$ cat src/lc4_consts.svh
`ifndef LC4_CONSTS_SVH
`define LC4_CONSTS_SVH

`define LC4_RESET_PC      16'h8200  // first fetch after reset
`define LC4_NUM_REGS      8

// opcode field, insn[15:12]
`define LC4_OP_BR         4'b0000
`define LC4_OP_ARITH      4'b0001   // ADD only, register or imm5 form
`define LC4_OP_LOGIC      4'b0101   // AND register form
`define LC4_OP_LDR        4'b0110
`define LC4_OP_STR        4'b0111
`define LC4_OP_CONST      4'b1001

// stall codes reported at writeback
`define LC4_STALL_NONE    2'd0
`define LC4_STALL_BUBBLE  2'd2      // reset bubble or flushed by a branch
`define LC4_STALL_LOAD    2'd3      // load-use or load-branch bubble

`endif

$ cat src/lc4_pkg.sv
package lc4_pkg;

    typedef logic [15:0] word_t;     // data or address
    typedef logic [2:0]  reg_sel_t;  // register number
    typedef logic [2:0]  nzp_t;      // {n, z, p}
    typedef logic [1:0]  stall_t;

    // per-instruction control, squashed to zero for bubbles
    typedef struct packed {
        logic rs_re;
        logic rt_re;
        logic rf_we;
        logic nzp_we;
        logic is_load;
        logic is_store;
    } ctrl_t;

    typedef struct packed {
        logic [3:0] opcode;
        reg_sel_t   rd;
        reg_sel_t   rs;
        logic [2:0] subop;
        reg_sel_t   rt;
    } insn_rr_t;

    typedef struct packed {
        logic [3:0] opcode;
        reg_sel_t   rd;
        reg_sel_t   rs;
        logic       imm_flag;  // set for the imm5 form of ADD
        logic [4:0] imm5;
    } insn_ri_t;

    typedef struct packed {
        logic [3:0] opcode;
        reg_sel_t   rd_rt;     // rd for LDR, rt for STR
        reg_sel_t   rs;
        logic [5:0] offset6;
    } insn_mem_t;

    typedef struct packed {
        logic [3:0] opcode;
        nzp_t       nzp;       // branch mask, rd for CONST
        logic [8:0] imm9;
    } insn_br_t;

    // one instruction word, four ways to read it
    typedef union packed {
        insn_rr_t  rr;
        insn_ri_t  ri;
        insn_mem_t mem;
        insn_br_t  br;
    } lc4_insn_t;

endpackage

$ cat src/lc4_stage_if.sv
// decode outputs into the D/X register
interface lc4_dx_if import lc4_pkg::*; ();
    word_t     pc;
    lc4_insn_t insn;
    reg_sel_t  rs_sel;
    reg_sel_t  rt_sel;
    reg_sel_t  rd_sel;
    word_t     rs_data;   // regfile values, already WD bypassed
    word_t     rt_data;
    ctrl_t     ctrl;
    stall_t    stall;

    modport src (output pc, insn, rs_sel, rt_sel, rd_sel, rs_data, rt_data, ctrl, stall);
    modport dst (input  pc, insn, rs_sel, rt_sel, rd_sel, rs_data, rt_data, ctrl, stall);
endinterface

// execute results into the X/M register
interface lc4_xm_if import lc4_pkg::*; ();
    word_t     pc;
    lc4_insn_t insn;
    reg_sel_t  rt_sel;      // kept for WM bypass of store data
    reg_sel_t  rd_sel;
    word_t     alu_result;
    word_t     store_data;
    ctrl_t     ctrl;
    stall_t    stall;

    modport src (output pc, insn, rt_sel, rd_sel, alu_result, store_data, ctrl, stall);
    modport dst (input  pc, insn, rt_sel, rd_sel, alu_result, store_data, ctrl, stall);
endinterface

// memory and writeback stage results fed back to execute
interface lc4_bypass_if import lc4_pkg::*; ();
    reg_sel_t m_rd_sel;
    logic     m_rf_we;
    word_t    m_rf_data;
    logic     m_nzp_we;
    nzp_t     m_nzp;
    reg_sel_t w_rd_sel;
    logic     w_rf_we;
    word_t    w_rf_data;
    logic     w_nzp_we;
    nzp_t     w_nzp;
    nzp_t     nzp;          // committed condition code

    modport src (output m_rd_sel, m_rf_we, m_rf_data, m_nzp_we, m_nzp,
                        w_rd_sel, w_rf_we, w_rf_data, w_nzp_we, w_nzp, nzp);
    modport dst (input  m_rd_sel, m_rf_we, m_rf_data, m_nzp_we, m_nzp,
                        w_rd_sel, w_rf_we, w_rf_data, w_nzp_we, w_nzp, nzp);
endinterface

$ cat src/lc4_fetch.sv
`include "lc4_consts.svh"

module lc4_fetch import lc4_pkg::*; (
    input  logic  gwe,
    input  logic  i_rst,
    input  logic  i_stall,     // load hazard in decode
    input  logic  i_redirect,  // taken branch in execute
    input  word_t i_target,
    output word_t o_pc
);

    word_t pc;
    word_t pc_next;

    // redirect wins over a stall, the wrong-path fetch gets flushed anyway
    always_comb begin
        pc_next = pc + 16'd1;
        if (i_redirect) begin
            pc_next = i_target;
        end else if (i_stall) begin
            pc_next = pc;  // refetch same word
        end
    end

    always_ff @(posedge gwe) begin
        if (i_rst) begin
            pc <= `LC4_RESET_PC;
        end else begin
            pc <= pc_next;
        end
    end

    assign o_pc = pc;  // straight to instruction memory

endmodule

$ cat src/lc4_decode.sv
`include "lc4_consts.svh"

module lc4_decode import lc4_pkg::*; (
    input  logic     gwe,
    input  logic     i_rst,
    input  word_t    i_insn,
    input  word_t    i_pc,
    input  logic     i_stall_x_load,  // execute holds a live load
    input  logic     i_redirect,
    output logic     o_stall,
    output reg_sel_t o_rs_sel,
    output reg_sel_t o_rt_sel,
    input  word_t    i_rs_data,
    input  word_t    i_rt_data,
    lc4_dx_if.src    dx
);

    word_t     d_pc;
    lc4_insn_t d_insn;
    stall_t    d_stall;      // bubble until the first real fetch lands
    reg_sel_t  x_rd_shadow;  // rd of whatever went to execute last cycle
    ctrl_t     ctrl_raw;
    ctrl_t     ctrl_out;
    stall_t    out_stall;
    logic      live_branch;
    logic      hazard;

    // F/D register, held while stalling
    always_ff @(posedge gwe) begin
        if (i_rst || i_redirect) begin
            d_stall <= `LC4_STALL_BUBBLE;  // wrong-path fetch becomes a flush bubble
        end else if (!o_stall) begin
            d_stall <= `LC4_STALL_NONE;
        end
    end

    always_ff @(posedge gwe) begin
        if (!o_stall) begin
            d_pc   <= i_pc;
            d_insn <= i_insn;
        end
        x_rd_shadow <= d_insn.rr.rd;  // execute loads every cycle
    end

    // field order rs_re, rt_re, rf_we, nzp_we, is_load, is_store
    always_comb begin
        case (d_insn.rr.opcode)
            `LC4_OP_ARITH: ctrl_raw = '{1'b1, !d_insn.ri.imm_flag, 1'b1, 1'b1, 1'b0, 1'b0};
            `LC4_OP_LOGIC: ctrl_raw = '{1'b1, 1'b1, 1'b1, 1'b1, 1'b0, 1'b0};  // any subop is AND
            `LC4_OP_CONST: ctrl_raw = '{1'b0, 1'b0, 1'b1, 1'b1, 1'b0, 1'b0};
            `LC4_OP_LDR:   ctrl_raw = '{1'b1, 1'b0, 1'b1, 1'b1, 1'b1, 1'b0};
            `LC4_OP_STR:   ctrl_raw = '{1'b1, 1'b1, 1'b0, 1'b0, 1'b0, 1'b1};
            default:       ctrl_raw = '0;  // BR and unsupported opcodes
        endcase
    end

    assign o_rs_sel = d_insn.rr.rs;
    assign o_rt_sel = ctrl_raw.is_store ? d_insn.mem.rd_rt : d_insn.rr.rt;

    // a BR with empty mask is a nop and cannot depend on a load
    assign live_branch = (d_insn.br.opcode == `LC4_OP_BR) && (d_insn.br.nzp != 3'b000);

    // store data from a load is covered by WM bypass, no stall for rt of STR
    assign hazard = (ctrl_raw.rs_re && o_rs_sel == x_rd_shadow)
                  || (ctrl_raw.rt_re && !ctrl_raw.is_store && o_rt_sel == x_rd_shadow)
                  || live_branch;

    assign o_stall = i_stall_x_load && hazard && (d_stall == `LC4_STALL_NONE);

    always_comb begin
        if (i_redirect) begin
            out_stall = `LC4_STALL_BUBBLE;   // flushed by the branch in execute
        end else if (d_stall != `LC4_STALL_NONE) begin
            out_stall = d_stall;
        end else if (o_stall) begin
            out_stall = `LC4_STALL_LOAD;
        end else begin
            out_stall = `LC4_STALL_NONE;
        end
        ctrl_out = ctrl_raw;
        if (out_stall != `LC4_STALL_NONE) begin
            ctrl_out.rf_we    = 1'b0;  // no architectural side effects
            ctrl_out.nzp_we   = 1'b0;
            ctrl_out.is_store = 1'b0;
        end
    end

    assign dx.pc      = d_pc;
    assign dx.insn    = d_insn;
    assign dx.rs_sel  = o_rs_sel;
    assign dx.rt_sel  = o_rt_sel;
    assign dx.rd_sel  = d_insn.rr.rd;
    assign dx.rs_data = i_rs_data;
    assign dx.rt_data = i_rt_data;
    assign dx.ctrl    = ctrl_out;
    assign dx.stall   = out_stall;

endmodule

$ cat src/lc4_regfile.sv
`include "lc4_consts.svh"

module lc4_regfile import lc4_pkg::*; (
    input  logic     gwe,
    input  logic     i_rst,
    input  reg_sel_t i_rs_sel,
    input  reg_sel_t i_rt_sel,
    output word_t    o_rs_data,
    output word_t    o_rt_data,
    input  reg_sel_t i_rd_sel,   // writeback port
    input  word_t    i_rd_data,
    input  logic     i_rd_we
);

    word_t regs [`LC4_NUM_REGS];

    always_ff @(posedge gwe) begin
        if (i_rst) begin
            for (int i = 0; i < `LC4_NUM_REGS; i++) begin
                regs[i] <= '0;
            end
        end else if (i_rd_we) begin
            regs[i_rd_sel] <= i_rd_data;
        end
    end

    // WD bypass, decode sees this cycle's writeback
    assign o_rs_data = (i_rd_we && i_rd_sel == i_rs_sel) ? i_rd_data : regs[i_rs_sel];
    assign o_rt_data = (i_rd_we && i_rd_sel == i_rt_sel) ? i_rd_data : regs[i_rt_sel];

endmodule

$ cat src/lc4_execute.sv
`include "lc4_consts.svh"

module lc4_execute import lc4_pkg::*; (
    input  logic       gwe,
    input  logic       i_rst,
    lc4_dx_if.dst      dx,
    lc4_bypass_if.dst  byp,
    lc4_xm_if.src      xm,
    output logic       o_x_load,    // live load here, decode checks dependence
    output logic       o_redirect,
    output word_t      o_target
);

    word_t     x_pc;
    lc4_insn_t x_insn;
    reg_sel_t  x_rs_sel;
    reg_sel_t  x_rt_sel;
    reg_sel_t  x_rd_sel;
    word_t     x_rs_data;
    word_t     x_rt_data;
    ctrl_t     x_ctrl;
    stall_t    x_stall;
    word_t     rs_val;
    word_t     rt_val;
    word_t     imm5_sx;
    word_t     imm6_sx;
    word_t     imm9_sx;
    word_t     br_target;
    word_t     alu_result;
    nzp_t      nzp_fwd;
    logic      live;

    // D/X register, loads every cycle since decode sends bubbles when it stalls
    always_ff @(posedge gwe) begin
        if (i_rst) begin
            x_ctrl  <= '0;
            x_stall <= `LC4_STALL_BUBBLE;
        end else begin
            x_ctrl  <= dx.ctrl;
            x_stall <= dx.stall;
        end
    end

    always_ff @(posedge gwe) begin
        x_pc      <= dx.pc;
        x_insn    <= dx.insn;
        x_rs_sel  <= dx.rs_sel;
        x_rt_sel  <= dx.rt_sel;
        x_rd_sel  <= dx.rd_sel;
        x_rs_data <= dx.rs_data;
        x_rt_data <= dx.rt_data;
    end

    // youngest producer wins, bubbles never have rf_we set
    function automatic word_t bypass_operand(input reg_sel_t sel, input word_t rf_val);
        if (byp.m_rf_we && byp.m_rd_sel == sel) begin
            return byp.m_rf_data;  // MX
        end
        if (byp.w_rf_we && byp.w_rd_sel == sel) begin
            return byp.w_rf_data;  // WX
        end
        return rf_val;
    endfunction

    always_comb begin
        rs_val = bypass_operand(x_rs_sel, x_rs_data);
        rt_val = bypass_operand(x_rt_sel, x_rt_data);
    end

    assign imm5_sx   = {{11{x_insn.ri.imm5[4]}}, x_insn.ri.imm5};
    assign imm6_sx   = {{10{x_insn.mem.offset6[5]}}, x_insn.mem.offset6};
    assign imm9_sx   = {{7{x_insn.br.imm9[8]}}, x_insn.br.imm9};
    assign br_target = x_pc + 16'd1 + imm9_sx;  // relative to pc+1

    always_comb begin
        case (x_insn.rr.opcode)
            `LC4_OP_ARITH: alu_result = rs_val + (x_insn.ri.imm_flag ? imm5_sx : rt_val);
            `LC4_OP_LOGIC: alu_result = rs_val & rt_val;
            `LC4_OP_CONST: alu_result = imm9_sx;
            `LC4_OP_LDR,
            `LC4_OP_STR:   alu_result = rs_val + imm6_sx;  // effective address
            default:       alu_result = br_target;
        endcase
    end

    // NZP from the youngest older writer, else the committed copy
    assign nzp_fwd = byp.m_nzp_we ? byp.m_nzp :
                     byp.w_nzp_we ? byp.w_nzp : byp.nzp;

    assign live       = (x_stall == `LC4_STALL_NONE);
    assign o_x_load   = live && x_ctrl.is_load;
    assign o_redirect = live && (x_insn.br.opcode == `LC4_OP_BR)
                             && |(x_insn.br.nzp & nzp_fwd);
    assign o_target   = br_target;

    assign xm.pc         = x_pc;
    assign xm.insn       = x_insn;
    assign xm.rt_sel     = x_rt_sel;
    assign xm.rd_sel     = x_rd_sel;
    assign xm.alu_result = alu_result;
    assign xm.store_data = rt_val;  // STR data already bypassed
    assign xm.ctrl       = x_ctrl;
    assign xm.stall      = x_stall;

endmodule

$ cat src/lc4_mem_writeback.sv
`include "lc4_consts.svh"

module lc4_mem_writeback import lc4_pkg::*; (
    input  logic       gwe,
    input  logic       i_rst,
    lc4_xm_if.dst      xm,
    lc4_bypass_if.src  byp,
    output word_t      o_dmem_addr,
    output logic       o_dmem_we,
    output word_t      o_dmem_wdata,
    input  word_t      i_dmem_rdata,   // combinational read of o_dmem_addr
    output reg_sel_t   o_rd_sel,
    output word_t      o_rd_data,
    output logic       o_rd_we,
    output word_t      o_wb_pc,
    output word_t      o_wb_insn,
    output stall_t     o_wb_stall,
    output logic       o_wb_nzp_we,
    output nzp_t       o_wb_nzp
);

    word_t     m_pc;
    lc4_insn_t m_insn;
    reg_sel_t  m_rt_sel;
    reg_sel_t  m_rd_sel;
    word_t     m_alu;
    word_t     m_store_data;
    ctrl_t     m_ctrl;
    stall_t    m_stall;
    word_t     m_rf_data;
    nzp_t      m_nzp;
    word_t     w_pc;
    lc4_insn_t w_insn;
    reg_sel_t  w_rd_sel;
    word_t     w_rf_data;
    nzp_t      w_nzp;
    logic      w_rf_we;
    logic      w_nzp_we;
    stall_t    w_stall;
    nzp_t      nzp_q;      // committed condition code

    always_ff @(posedge gwe) begin
        if (i_rst) begin
            m_ctrl   <= '0;
            m_stall  <= `LC4_STALL_BUBBLE;
            w_rf_we  <= 1'b0;
            w_nzp_we <= 1'b0;
            w_stall  <= `LC4_STALL_BUBBLE;
            nzp_q    <= '0;
        end else begin
            m_ctrl   <= xm.ctrl;
            m_stall  <= xm.stall;
            w_rf_we  <= m_ctrl.rf_we;
            w_nzp_we <= m_ctrl.nzp_we;
            w_stall  <= m_stall;
            if (w_nzp_we) begin
                nzp_q <= w_nzp;  // commit at end of writeback
            end
        end
    end

    always_ff @(posedge gwe) begin
        m_pc         <= xm.pc;
        m_insn       <= xm.insn;
        m_rt_sel     <= xm.rt_sel;
        m_rd_sel     <= xm.rd_sel;
        m_alu        <= xm.alu_result;
        m_store_data <= xm.store_data;
        w_pc         <= m_pc;
        w_insn       <= m_insn;
        w_rd_sel     <= m_rd_sel;
        w_rf_data    <= m_rf_data;
        w_nzp        <= m_nzp;
    end

    assign o_dmem_addr  = (m_ctrl.is_load || m_ctrl.is_store) ? m_alu : '0;
    assign o_dmem_we    = m_ctrl.is_store;
    // WM bypass when the value to store is being written back right now
    assign o_dmem_wdata = (m_ctrl.is_store && w_rf_we && w_rd_sel == m_rt_sel) ?
                          w_rf_data : m_store_data;

    assign m_rf_data = m_ctrl.is_load ? i_dmem_rdata : m_alu;
    assign m_nzp     = m_rf_data[15]       ? 3'b100 :
                       (m_rf_data == '0)   ? 3'b010 : 3'b001;

    assign byp.m_rd_sel  = m_rd_sel;
    assign byp.m_rf_we   = m_ctrl.rf_we && !m_ctrl.is_load;  // loads forward from writeback only
    assign byp.m_rf_data = m_rf_data;
    assign byp.m_nzp_we  = m_ctrl.nzp_we;
    assign byp.m_nzp     = m_nzp;
    assign byp.w_rd_sel  = w_rd_sel;
    assign byp.w_rf_we   = w_rf_we;
    assign byp.w_rf_data = w_rf_data;
    assign byp.w_nzp_we  = w_nzp_we;
    assign byp.w_nzp     = w_nzp;
    assign byp.nzp       = nzp_q;

    // regfile write port doubles as the trace
    assign o_rd_sel    = w_rd_sel;
    assign o_rd_data   = w_rf_data;
    assign o_rd_we     = w_rf_we;
    assign o_wb_pc     = w_pc;
    assign o_wb_insn   = w_insn;
    assign o_wb_stall  = w_stall;
    assign o_wb_nzp_we = w_nzp_we;
    assign o_wb_nzp    = w_nzp;

endmodule

$ cat src/lc4_core.sv
module lc4_core import lc4_pkg::*; (
    input  logic     gwe,
    input  logic     i_rst,
    output word_t    o_pc,          // to instruction memory
    input  word_t    i_insn,
    output word_t    o_dmem_addr,
    output logic     o_dmem_we,
    output word_t    o_dmem_wdata,
    input  word_t    i_dmem_rdata,
    output word_t    o_wb_pc,       // writeback trace
    output word_t    o_wb_insn,
    output stall_t   o_wb_stall,
    output logic     o_wb_rf_we,
    output reg_sel_t o_wb_rf_wsel,
    output word_t    o_wb_rf_wdata,
    output logic     o_wb_nzp_we,
    output nzp_t     o_wb_nzp
);

    logic     stall;
    logic     redirect;
    logic     x_load;
    word_t    target;
    reg_sel_t rs_sel;
    reg_sel_t rt_sel;
    word_t    rs_data;
    word_t    rt_data;

    lc4_dx_if     dx_if ();
    lc4_xm_if     xm_if ();
    lc4_bypass_if byp_if ();

    lc4_fetch fetch_inst (
        .gwe        (gwe),
        .i_rst      (i_rst),
        .i_stall    (stall),
        .i_redirect (redirect),
        .i_target   (target),
        .o_pc       (o_pc)
    );

    lc4_decode decode_inst (
        .gwe            (gwe),
        .i_rst          (i_rst),
        .i_insn         (i_insn),
        .i_pc           (o_pc),
        .i_stall_x_load (x_load),
        .i_redirect     (redirect),
        .o_stall        (stall),
        .o_rs_sel       (rs_sel),
        .o_rt_sel       (rt_sel),
        .i_rs_data      (rs_data),
        .i_rt_data      (rt_data),
        .dx             (dx_if.src)
    );

    lc4_regfile regfile_inst (
        .gwe       (gwe),
        .i_rst     (i_rst),
        .i_rs_sel  (rs_sel),
        .i_rt_sel  (rt_sel),
        .o_rs_data (rs_data),
        .o_rt_data (rt_data),
        .i_rd_sel  (o_wb_rf_wsel),
        .i_rd_data (o_wb_rf_wdata),
        .i_rd_we   (o_wb_rf_we)
    );

    lc4_execute execute_inst (
        .gwe        (gwe),
        .i_rst      (i_rst),
        .dx         (dx_if.dst),
        .byp        (byp_if.dst),
        .xm         (xm_if.src),
        .o_x_load   (x_load),
        .o_redirect (redirect),
        .o_target   (target)
    );

    lc4_mem_writeback mem_wb_inst (
        .gwe          (gwe),
        .i_rst        (i_rst),
        .xm           (xm_if.dst),
        .byp          (byp_if.src),
        .o_dmem_addr  (o_dmem_addr),
        .o_dmem_we    (o_dmem_we),
        .o_dmem_wdata (o_dmem_wdata),
        .i_dmem_rdata (i_dmem_rdata),
        .o_rd_sel     (o_wb_rf_wsel),
        .o_rd_data    (o_wb_rf_wdata),
        .o_rd_we      (o_wb_rf_we),
        .o_wb_pc      (o_wb_pc),
        .o_wb_insn    (o_wb_insn),
        .o_wb_stall   (o_wb_stall),
        .o_wb_nzp_we  (o_wb_nzp_we),
        .o_wb_nzp     (o_wb_nzp)
    );

endmodule

$ cat config.mk
export PLATFORM = sky130hd
export DESIGN_NAME = lc4_core
export DESIGN_NICKNAME = d
export VERILOG_FILES = /design/src/lc4_pkg.sv /design/src/lc4_stage_if.sv /design/src/lc4_fetch.sv /design/src/lc4_decode.sv /design/src/lc4_regfile.sv /design/src/lc4_execute.sv /design/src/lc4_mem_writeback.sv /design/src/lc4_core.sv
export VERILOG_INCLUDE_DIRS = /design/src /design/src/src
export SDC_FILE = /design/constraint.sdc
export NUM_CORES = 1
export LEC_CHECK = 0
export ABC_AREA = 0
export BUFFER_PORTS_ARGS = -buffer_cell sky130_fd_sc_hd__buf_2
export CORE_MARGIN = 2
export CORE_UTILIZATION = 40
export CTS_BUF_LIST = sky130_fd_sc_hd__clkbuf_8
export DETAILED_ROUTE_END_ITERATION = 8
export MAX_ROUTING_LAYER = met4
export PLACE_DENSITY_LB_ADDON = 0.05
export SLEW_MARGIN = 20
export SYNTH_ARGS = -nofsm -noshare
export SYNTH_HDL_FRONTEND = slang
export SYNTH_HIERARCHICAL = 1
export SYNTH_SLANG_ARGS = --single-unit
$ cat constraint.sdc
create_clock -name gwe -period 3.6 [get_ports gwe]
set_clock_uncertainty 0.15 [all_clocks]
set_input_delay 0.36 -clock gwe [delete_from_list [all_inputs] [get_ports gwe]]
set_output_delay 0.36 -clock gwe [all_outputs]
set_load 0.01 [all_outputs]
Word-level counts from Yosys, hierarchy flattened
Memory sizes are Yosys's and may differ from the RTL's. A register that Yosys moved wholly into a read port is not among the register bits.
Index checks and enable logic that the tools add are counted.
{"block": "word_totals", "register_bits": 265, "ramBits": 128, "n_memories": 1, "inputBits": 34, "word_cells": 141}
{"memory": "regfile_inst.regs", "depth": 8, "word_bits": 16, "rd": 2, "rd_clocked_by_memory_dff": 1, "wr": 8, "line_no": "lc4_regfile.sv:15", "source": "word_t regs [`LC4_NUM_REGS];"}
{"block": "op_classes", "mux": 41, "eq_ne": 20, "addsub": 5, "reduce_logical": 36, "bitwise": 2}
{"operator": "16-bit 2-to-1 mux", "n": 17}
{"operator": "16-bit one-hot mux with 4 select lines", "n": 1}
{"operator": "16-bit adder", "n": 3}
{"operator": "16-bit by 1-bit adder with 16-bit output, second input constant", "n": 2}
{"operator": "6-bit one-hot mux with 5 select lines", "n": 1}
{"operator": "3-bit == test", "n": 9}
{"operator": "4-bit by 3-bit == test with 1-bit output, second input constant", "n": 6}
{"operator": "1-bit logical AND", "n": 18}
{"operator": "3-bit 2-to-1 mux", "n": 6}
{"operator": "16-bit AND", "n": 1}
{"operator": "16-bit logical NOT", "n": 1}
{"operator": "16-bit OR reduction", "n": 1}
{"operator": "1-bit 2-to-1 mux", "n": 12}
{"operator": "4-bit by 1-bit == test with 1-bit output, second input constant", "n": 2}
{"operator": "4-bit == test, second input constant", "n": 2}
{"operator": "4-bit logical NOT", "n": 2}
{"operator": "2-bit 2-to-1 mux", "n": 4}
{"operator": "2-bit logical NOT", "n": 2}
{"operator": "1-bit logical OR", "n": 4}
{"operator": "2-bit OR reduction", "n": 2}
{"operator": "3-bit AND", "n": 1}
{"operator": "1-bit logical NOT", "n": 3}
{"operator": "3-bit nonzero test", "n": 1}
{"operator": "3-bit OR reduction", "n": 1}
{"operator": "2 further kinds", "n": 2}

Longest topological paths before layout
{"block": "logic_depth", "depth_word": 14, "ltp_mapped": 20, "depth_no_buf": 17}

Cells and area by module
Netlist, hierarchy kept.
{"module": "lc4_regfile", "n_inst": 1, "area_per_inst_um2": 7453.4, "seq_area_each_um2": 3843.7, "cells_each": 445}
{"module": "lc4_execute", "n_inst": 1, "area_per_inst_um2": 4511.8, "seq_area_each_um2": 1621.6, "cells_each": 519}
{"module": "lc4_mem_writeback", "n_inst": 1, "area_per_inst_um2": 3663.5, "seq_area_each_um2": 2722.6, "cells_each": 252}
{"module": "lc4_decode", "n_inst": 1, "area_per_inst_um2": 1691.6, "seq_area_each_um2": 1041.0, "cells_each": 128}
{"module": "lc4_fetch", "n_inst": 1, "area_per_inst_um2": 967.2, "seq_area_each_um2": 320.3, "cells_each": 108}

Worst setup path before layout
OpenSTA, ideal clock, no wires.
{"block": "synth_path", "path_type": "reg-to-reg", "start": "register mem_wb_inst/m_ctrl[1] (netlist name)", "end": "register mem_wb_inst.m_alu[14]", "required_ps": 3328, "arrival_ps": 3629, "slack_ps": -301, "setup_time_ps": 122, "path_stages_with_launch": 20, "path_cell_list": "dfxtp_1 > buf_2 > buf_1 > nor2b_1 > nand4_1 > buf_2 > buf_1 > nor2_1 > a21oi_1 > ha_1 > inv_1 > fa_1 > nor2b_1 > o31ai_2 > a21oi_1 > nor2_2 > o2111ai_1 > o211ai_1 > xnor2_1 > a221o_1"}
{"block": "synth_between", "elab_chain_len": 8, "word_cells_on_any_way": 20, "cone_classes": "add/sub (2); mux (13); bitwise (1); reduce/logical (4)"}
{"element": "start, declared", "line_no": "lc4_mem_writeback.sv:28", "source": "ctrl_t m_ctrl;"}
{"element": "start signal, assigned", "line_no": "lc4_mem_writeback.sv:51", "source": "m_ctrl <= xm.ctrl;"}
{"element": "1-bit logical NOT *", "line_no": "lc4_mem_writeback.sv:87", "source": "assign byp.m_rf_we = m_ctrl.rf_we && !m_ctrl.is_load;"}
{"element": "1-bit logical AND *", "line_no": "lc4_mem_writeback.sv:87"}
{"element": "via byp_if.m_rf_we", "line_no": "lc4_stage_if.sv:35", "source": "logic m_rf_we;"}
{"element": "1-bit logical AND", "line_no": "lc4_execute.sv:56", "source": "if (byp.m_rf_we && byp.m_rd_sel == sel) begin"}
{"element": "1-bit 2-to-1 mux", "line_no": "lc4_execute.sv:56"}
{"element": "16-bit 2-to-1 mux", "line_no": "lc4_execute.sv:59", "source": "if (byp.w_rf_we && byp.w_rd_sel == sel) begin"}
{"element": "16-bit 2-to-1 mux", "line_no": "lc4_execute.sv:77", "source": "`LC4_OP_ARITH: alu_result = rs_val + (x_insn.ri.imm_flag ? imm5_sx : rt_val);"}
{"element": "16-bit adder", "line_no": "lc4_execute.sv:77"}
{"element": "16-bit one-hot mux with 4 select lines *", "line_no": "lc4_execute.sv:76", "source": "case (x_insn.rr.opcode)"}
{"element": "via xm_if.alu_result[14]", "line_no": "lc4_stage_if.sv:23", "source": "word_t alu_result;"}
{"element": "end signal, assigned", "line_no": "lc4_mem_writeback.sv:67", "source": "m_alu <= xm.alu_result;"}
{"element": "end, declared", "line_no": "lc4_mem_writeback.sv:26", "source": "word_t m_alu;"}
Mark *: on every way through the listed nets, which the timed path passes. The rest lies on a longest branch. The select of a mux whose other input is x is not followed.
A chain may end at the register's enable or synchronous reset.

Worst setup path in the final report
{"block": "layout_path", "start": "register mem_wb_inst/m_ctrl[1] (netlist name)", "end": "register fetch_inst.pc[14], in the netlist fetch_inst/o_pc[14]"}
{"block": "layout_between", "elab_chain_len": 9, "word_cells_on_any_way": 10, "cone_classes": "eq/ne (1); mux (5); bitwise (1); reduce/logical (3)"}
{"element": "16-bit 2-to-1 mux *", "line_no": "lc4_mem_writeback.sv:82", "source": "assign m_rf_data = m_ctrl.is_load ? i_dmem_rdata : m_alu;"}
{"element": "16-bit logical NOT", "line_no": "lc4_mem_writeback.sv:84", "source": "(m_rf_data == '0) ? 3'b010 : 3'b001;"}
{"element": "2-bit 2-to-1 mux", "line_no": "lc4_mem_writeback.sv:84"}
{"element": "3-bit 2-to-1 mux *", "line_no": "lc4_mem_writeback.sv:83", "source": "assign m_nzp = m_rf_data[15] ? 3'b100 :"}
{"element": "via byp_if.m_nzp[1]", "line_no": "lc4_stage_if.sv:38", "source": "nzp_t m_nzp;"}
{"element": "3-bit 2-to-1 mux *", "line_no": "lc4_execute.sv:87", "source": "assign nzp_fwd = byp.m_nzp_we ? byp.m_nzp :"}
{"element": "3-bit AND *", "line_no": "lc4_execute.sv:93", "source": "&& |(x_insn.br.nzp & nzp_fwd);"}
{"element": "3-bit OR reduction *", "line_no": "lc4_execute.sv:93"}
{"element": "1-bit logical AND *", "line_no": "lc4_execute.sv:92", "source": "assign o_redirect = live && (x_insn.br.opcode == `LC4_OP_BR)"}
{"element": "via redirect", "line_no": "lc4_core.sv:21", "source": "logic redirect;"}
{"element": "2-bit by 1-bit inequality test with 1-bit output (no line) or 16-bit 2-to-1 mux (tied branches)"}
{"element": "end signal, assigned", "line_no": "lc4_fetch.sv:27", "source": "pc <= `LC4_RESET_PC;"}
{"element": "end signal, assigned", "line_no": "lc4_fetch.sv:29", "source": "pc <= pc_next;"}
{"element": "end, declared", "line_no": "lc4_fetch.sv:12", "source": "word_t pc;"}
Mark *: on every way through the listed nets, which the timed path passes. The rest lies on a longest branch.

==> metrics <==
Synthesis Warnings 6; vias per cell 5.14; Rel. slew slack 43.9%; Final Critical Period 3470 ps; gpl congestion 0.880; DP Wirelength 34,300 µm; via count 12,000; die height 217 µm; chip width 217 µm; gr busiest metal met2; Peak VDD IR 0.298 mV; standard-cell row count 78; largest net degree at the start of global routing 39; Layout Utilization 48.0%; core footprint 0.0452 mm²; share of layout cells above drive strength 1 30.4%; worst slew pin tran 836 ps; WHS Path Cells 0; FF-to-FF setup slack 130 ps; Port Buf Inserts 140; Worst R2R End fetch_inst/o_pc[14]; GRT Util Overall 22.0%; Design Area, Final 0.0217 mm²; clock root buffer clkbuf_8; hold wc startpoint mem_wb_inst/m_insn[3]; GRT met3 Usage 4.56%; Initial Util 40.3%; CTS tree done; drt pass-1 iters 5; reg2reg path depth 13; Post-Route WL 50,100 µm; FILL cells 4,169; Worst Path Arrival 3860 ps; Overflow after GRT 0; Worst Setup Start Kind flip-flop; die area 0.0473 mm²; achievable clock frequency 288 MHz; Max Cap Viol 0; Crit path largest cell delay 500 ps; HP Class reg -> reg; hold endpoint mem_wb_inst/o_wb_insn[3]; final worst path period share 96.3%; Pins Over Slew Limit 0; RSZ-0062 raised after global routing yes; DR iter-0 viols 638; met1 Use GR 30.5%; Cells after Synth 1,447; total CTS buffers 73; layout net count 1,739; ANT nets after route 0; kind of end point of the critical path flip-flop; Max clock buf depth 3; drt drc 0; Syn Area/Cell 12.6 µm²; status finished, final reports clean; Top Ports 141; Setup CP Type reg -> reg; Clock Sinks 395; Final setup viols 0; CP cell instances buf_12 -> or4b_1 -> o22a_1 -> a2111oi_4 -> nor2b_4 -> a22oi_1 -> a21oi_1 -> a21oi_2 -> nor4_4 -> buf_4 -> nor2b_1 -> mux2_2 -> nor3_1; net count after synthesis 1,514; clock-pin slew on the worst setup and hold paths 60 ps; WL/cell 21.4 µm; LEAKAGE 9.38 nW; PD cells 504 mW/mm²; M2 GR Usage 32.6%; vias in the first global route 12,400; CP max FO 21; DP Area 0.0197 mm²; area grow syn2layout 19.0%; clk_lat worst skew 650 ps; initial antenna violation count 3; RR Startpoint mem_wb_inst/m_ctrl[1]; CP max stage cell or4b_1; mapped cell area 0.0182 mm²; Required @ worst endpoint 3990 ps; H-tree level count 3; first-pass GRT wire length 75,100 µm; Final Hold Viols 0
[worst max-delay path, delay by kind of cell, from the launching register on]
family / cells / cell delay [ps]
buffers and inverters: 2 / 410
and+or+nand+nor: 5 / 1210
AOI/OAI and AO/OA: 5 / 950
muxes: 1 / 260
DFF: 1 / 380
[report_power, final]
part / total, mW / leakage, nW / internal (mW) / switching (mW)
Combinational: 1.48 / 4.87 / 0.698 / 0.779
Sequential: 5.11 / 3.64 / 4.91 / 0.191
Clock: 4.34 / 0.868 / 2.41 / 1.94
[layer usage]
layer  vias to the layer above  wire (µm)
met3                        73       2440
met4                         0       1080
met2                       288      22200
met5                         -          0
li1                       5709          -
met1                      5943      24400
[placed cells by master, fill, tap and decap left out, types with 9 or more instances in the layout]
cell type and n:
a31oi_1 9, mux2_4 11, xnor2_1 44, mux4_1 60, nor2b_1 36, dfxtp_1 233, and2_1 132, clkinv_2 10
nand2b_1 9, nand2_1 64, o21ai_0 18, inv_1 45, nor2_1 88, buf_2 140, xor2_1 9, mux2_2 90
buf_4 102, or2_2 13, a21oi_1 51, ha_1 30, edfxtp_1 160, nand3_1 23, nor3_1 14, dlygate4sd3_1 32
clkbuf_8 86, nor4_1 9, a211oi_1 9, mux2i_1 40
[registers in the layout, indices dropped and copies added (netlist names), 4 cells and up]
| signal | count |
|---|---|
| regfile_inst/regs | 128 |
| decode_inst/dx.insn | 16 |
| decode_inst/dx.pc | 16 |
| execute_inst/x_rs_data | 16 |
| execute_inst/x_rt_data | 16 |
| execute_inst/xm.insn | 16 |
| execute_inst/xm.pc | 16 |
| fetch_inst/o_pc | 16 |
| mem_wb_inst/m_alu | 16 |
| mem_wb_inst/m_insn | 16 |
| mem_wb_inst/m_pc | 16 |
| mem_wb_inst/m_store_data | 16 |
| mem_wb_inst/o_wb_insn | 16 |
| mem_wb_inst/o_wb_pc | 16 |
| mem_wb_inst/byp.w_rf_data | 15 |
| execute_inst/xm.ctrl | 4 |
[through the flow]
stage	setup TNS [ps]	power [mW]	instances	worst slack (ps)	hold slack, ps
floorplan	0	6.10	1447	13.9	160
CTS	0	11.0	2330	29.2	172
global placement	0	6.63	2162	14.1	160
finish	0	10.9	2337	133	172
global route	-156	11.4	2336	-50.0	181
detailed placement	-41.2	6.63	2162	-22.5	162
[timing repair]
action	CTS	global route
hold buffers	32	0
endpoints found under the hold margin	34	0
setup endpoints to repair	4	24
pin swaps	0	4
gates resized for setup	1	23
setup buffers	0	2
cloned	0	1
[worst max-delay path by stage]
stage                                from                    end  slack, ps  cells past startpoint
floorplan           mem_wb_inst/m_ctrl[1]  mem_wb_inst/m_alu[14]         10                     20
global placement    mem_wb_inst/m_ctrl[1]    fetch_inst/o_pc[13]         10                     13
detailed placement  mem_wb_inst/m_ctrl[1]     fetch_inst/o_pc[9]        -20                     13
CTS                 mem_wb_inst/m_ctrl[1]    fetch_inst/o_pc[14]         30                     13
global route        mem_wb_inst/m_ctrl[1]    fetch_inst/o_pc[14]        -50                     13
finish              mem_wb_inst/m_ctrl[1]    fetch_inst/o_pc[14]        130                     13
[area by class of cell]
type                       instances  area (µm²)  area share (%)
antenna                            4        10.0          0.0461
clock buffer                      86        1180            5.46
clock inverter                    50         309            1.42
inverter                          18        68.8           0.317
multi-input combinational        903        7930            36.6
sequential                       395        9510            43.9
tap                              600         751            3.46
timing repair buffer             281        1930            8.88
No activity file was read; power rests on OpenSTA's default activity.
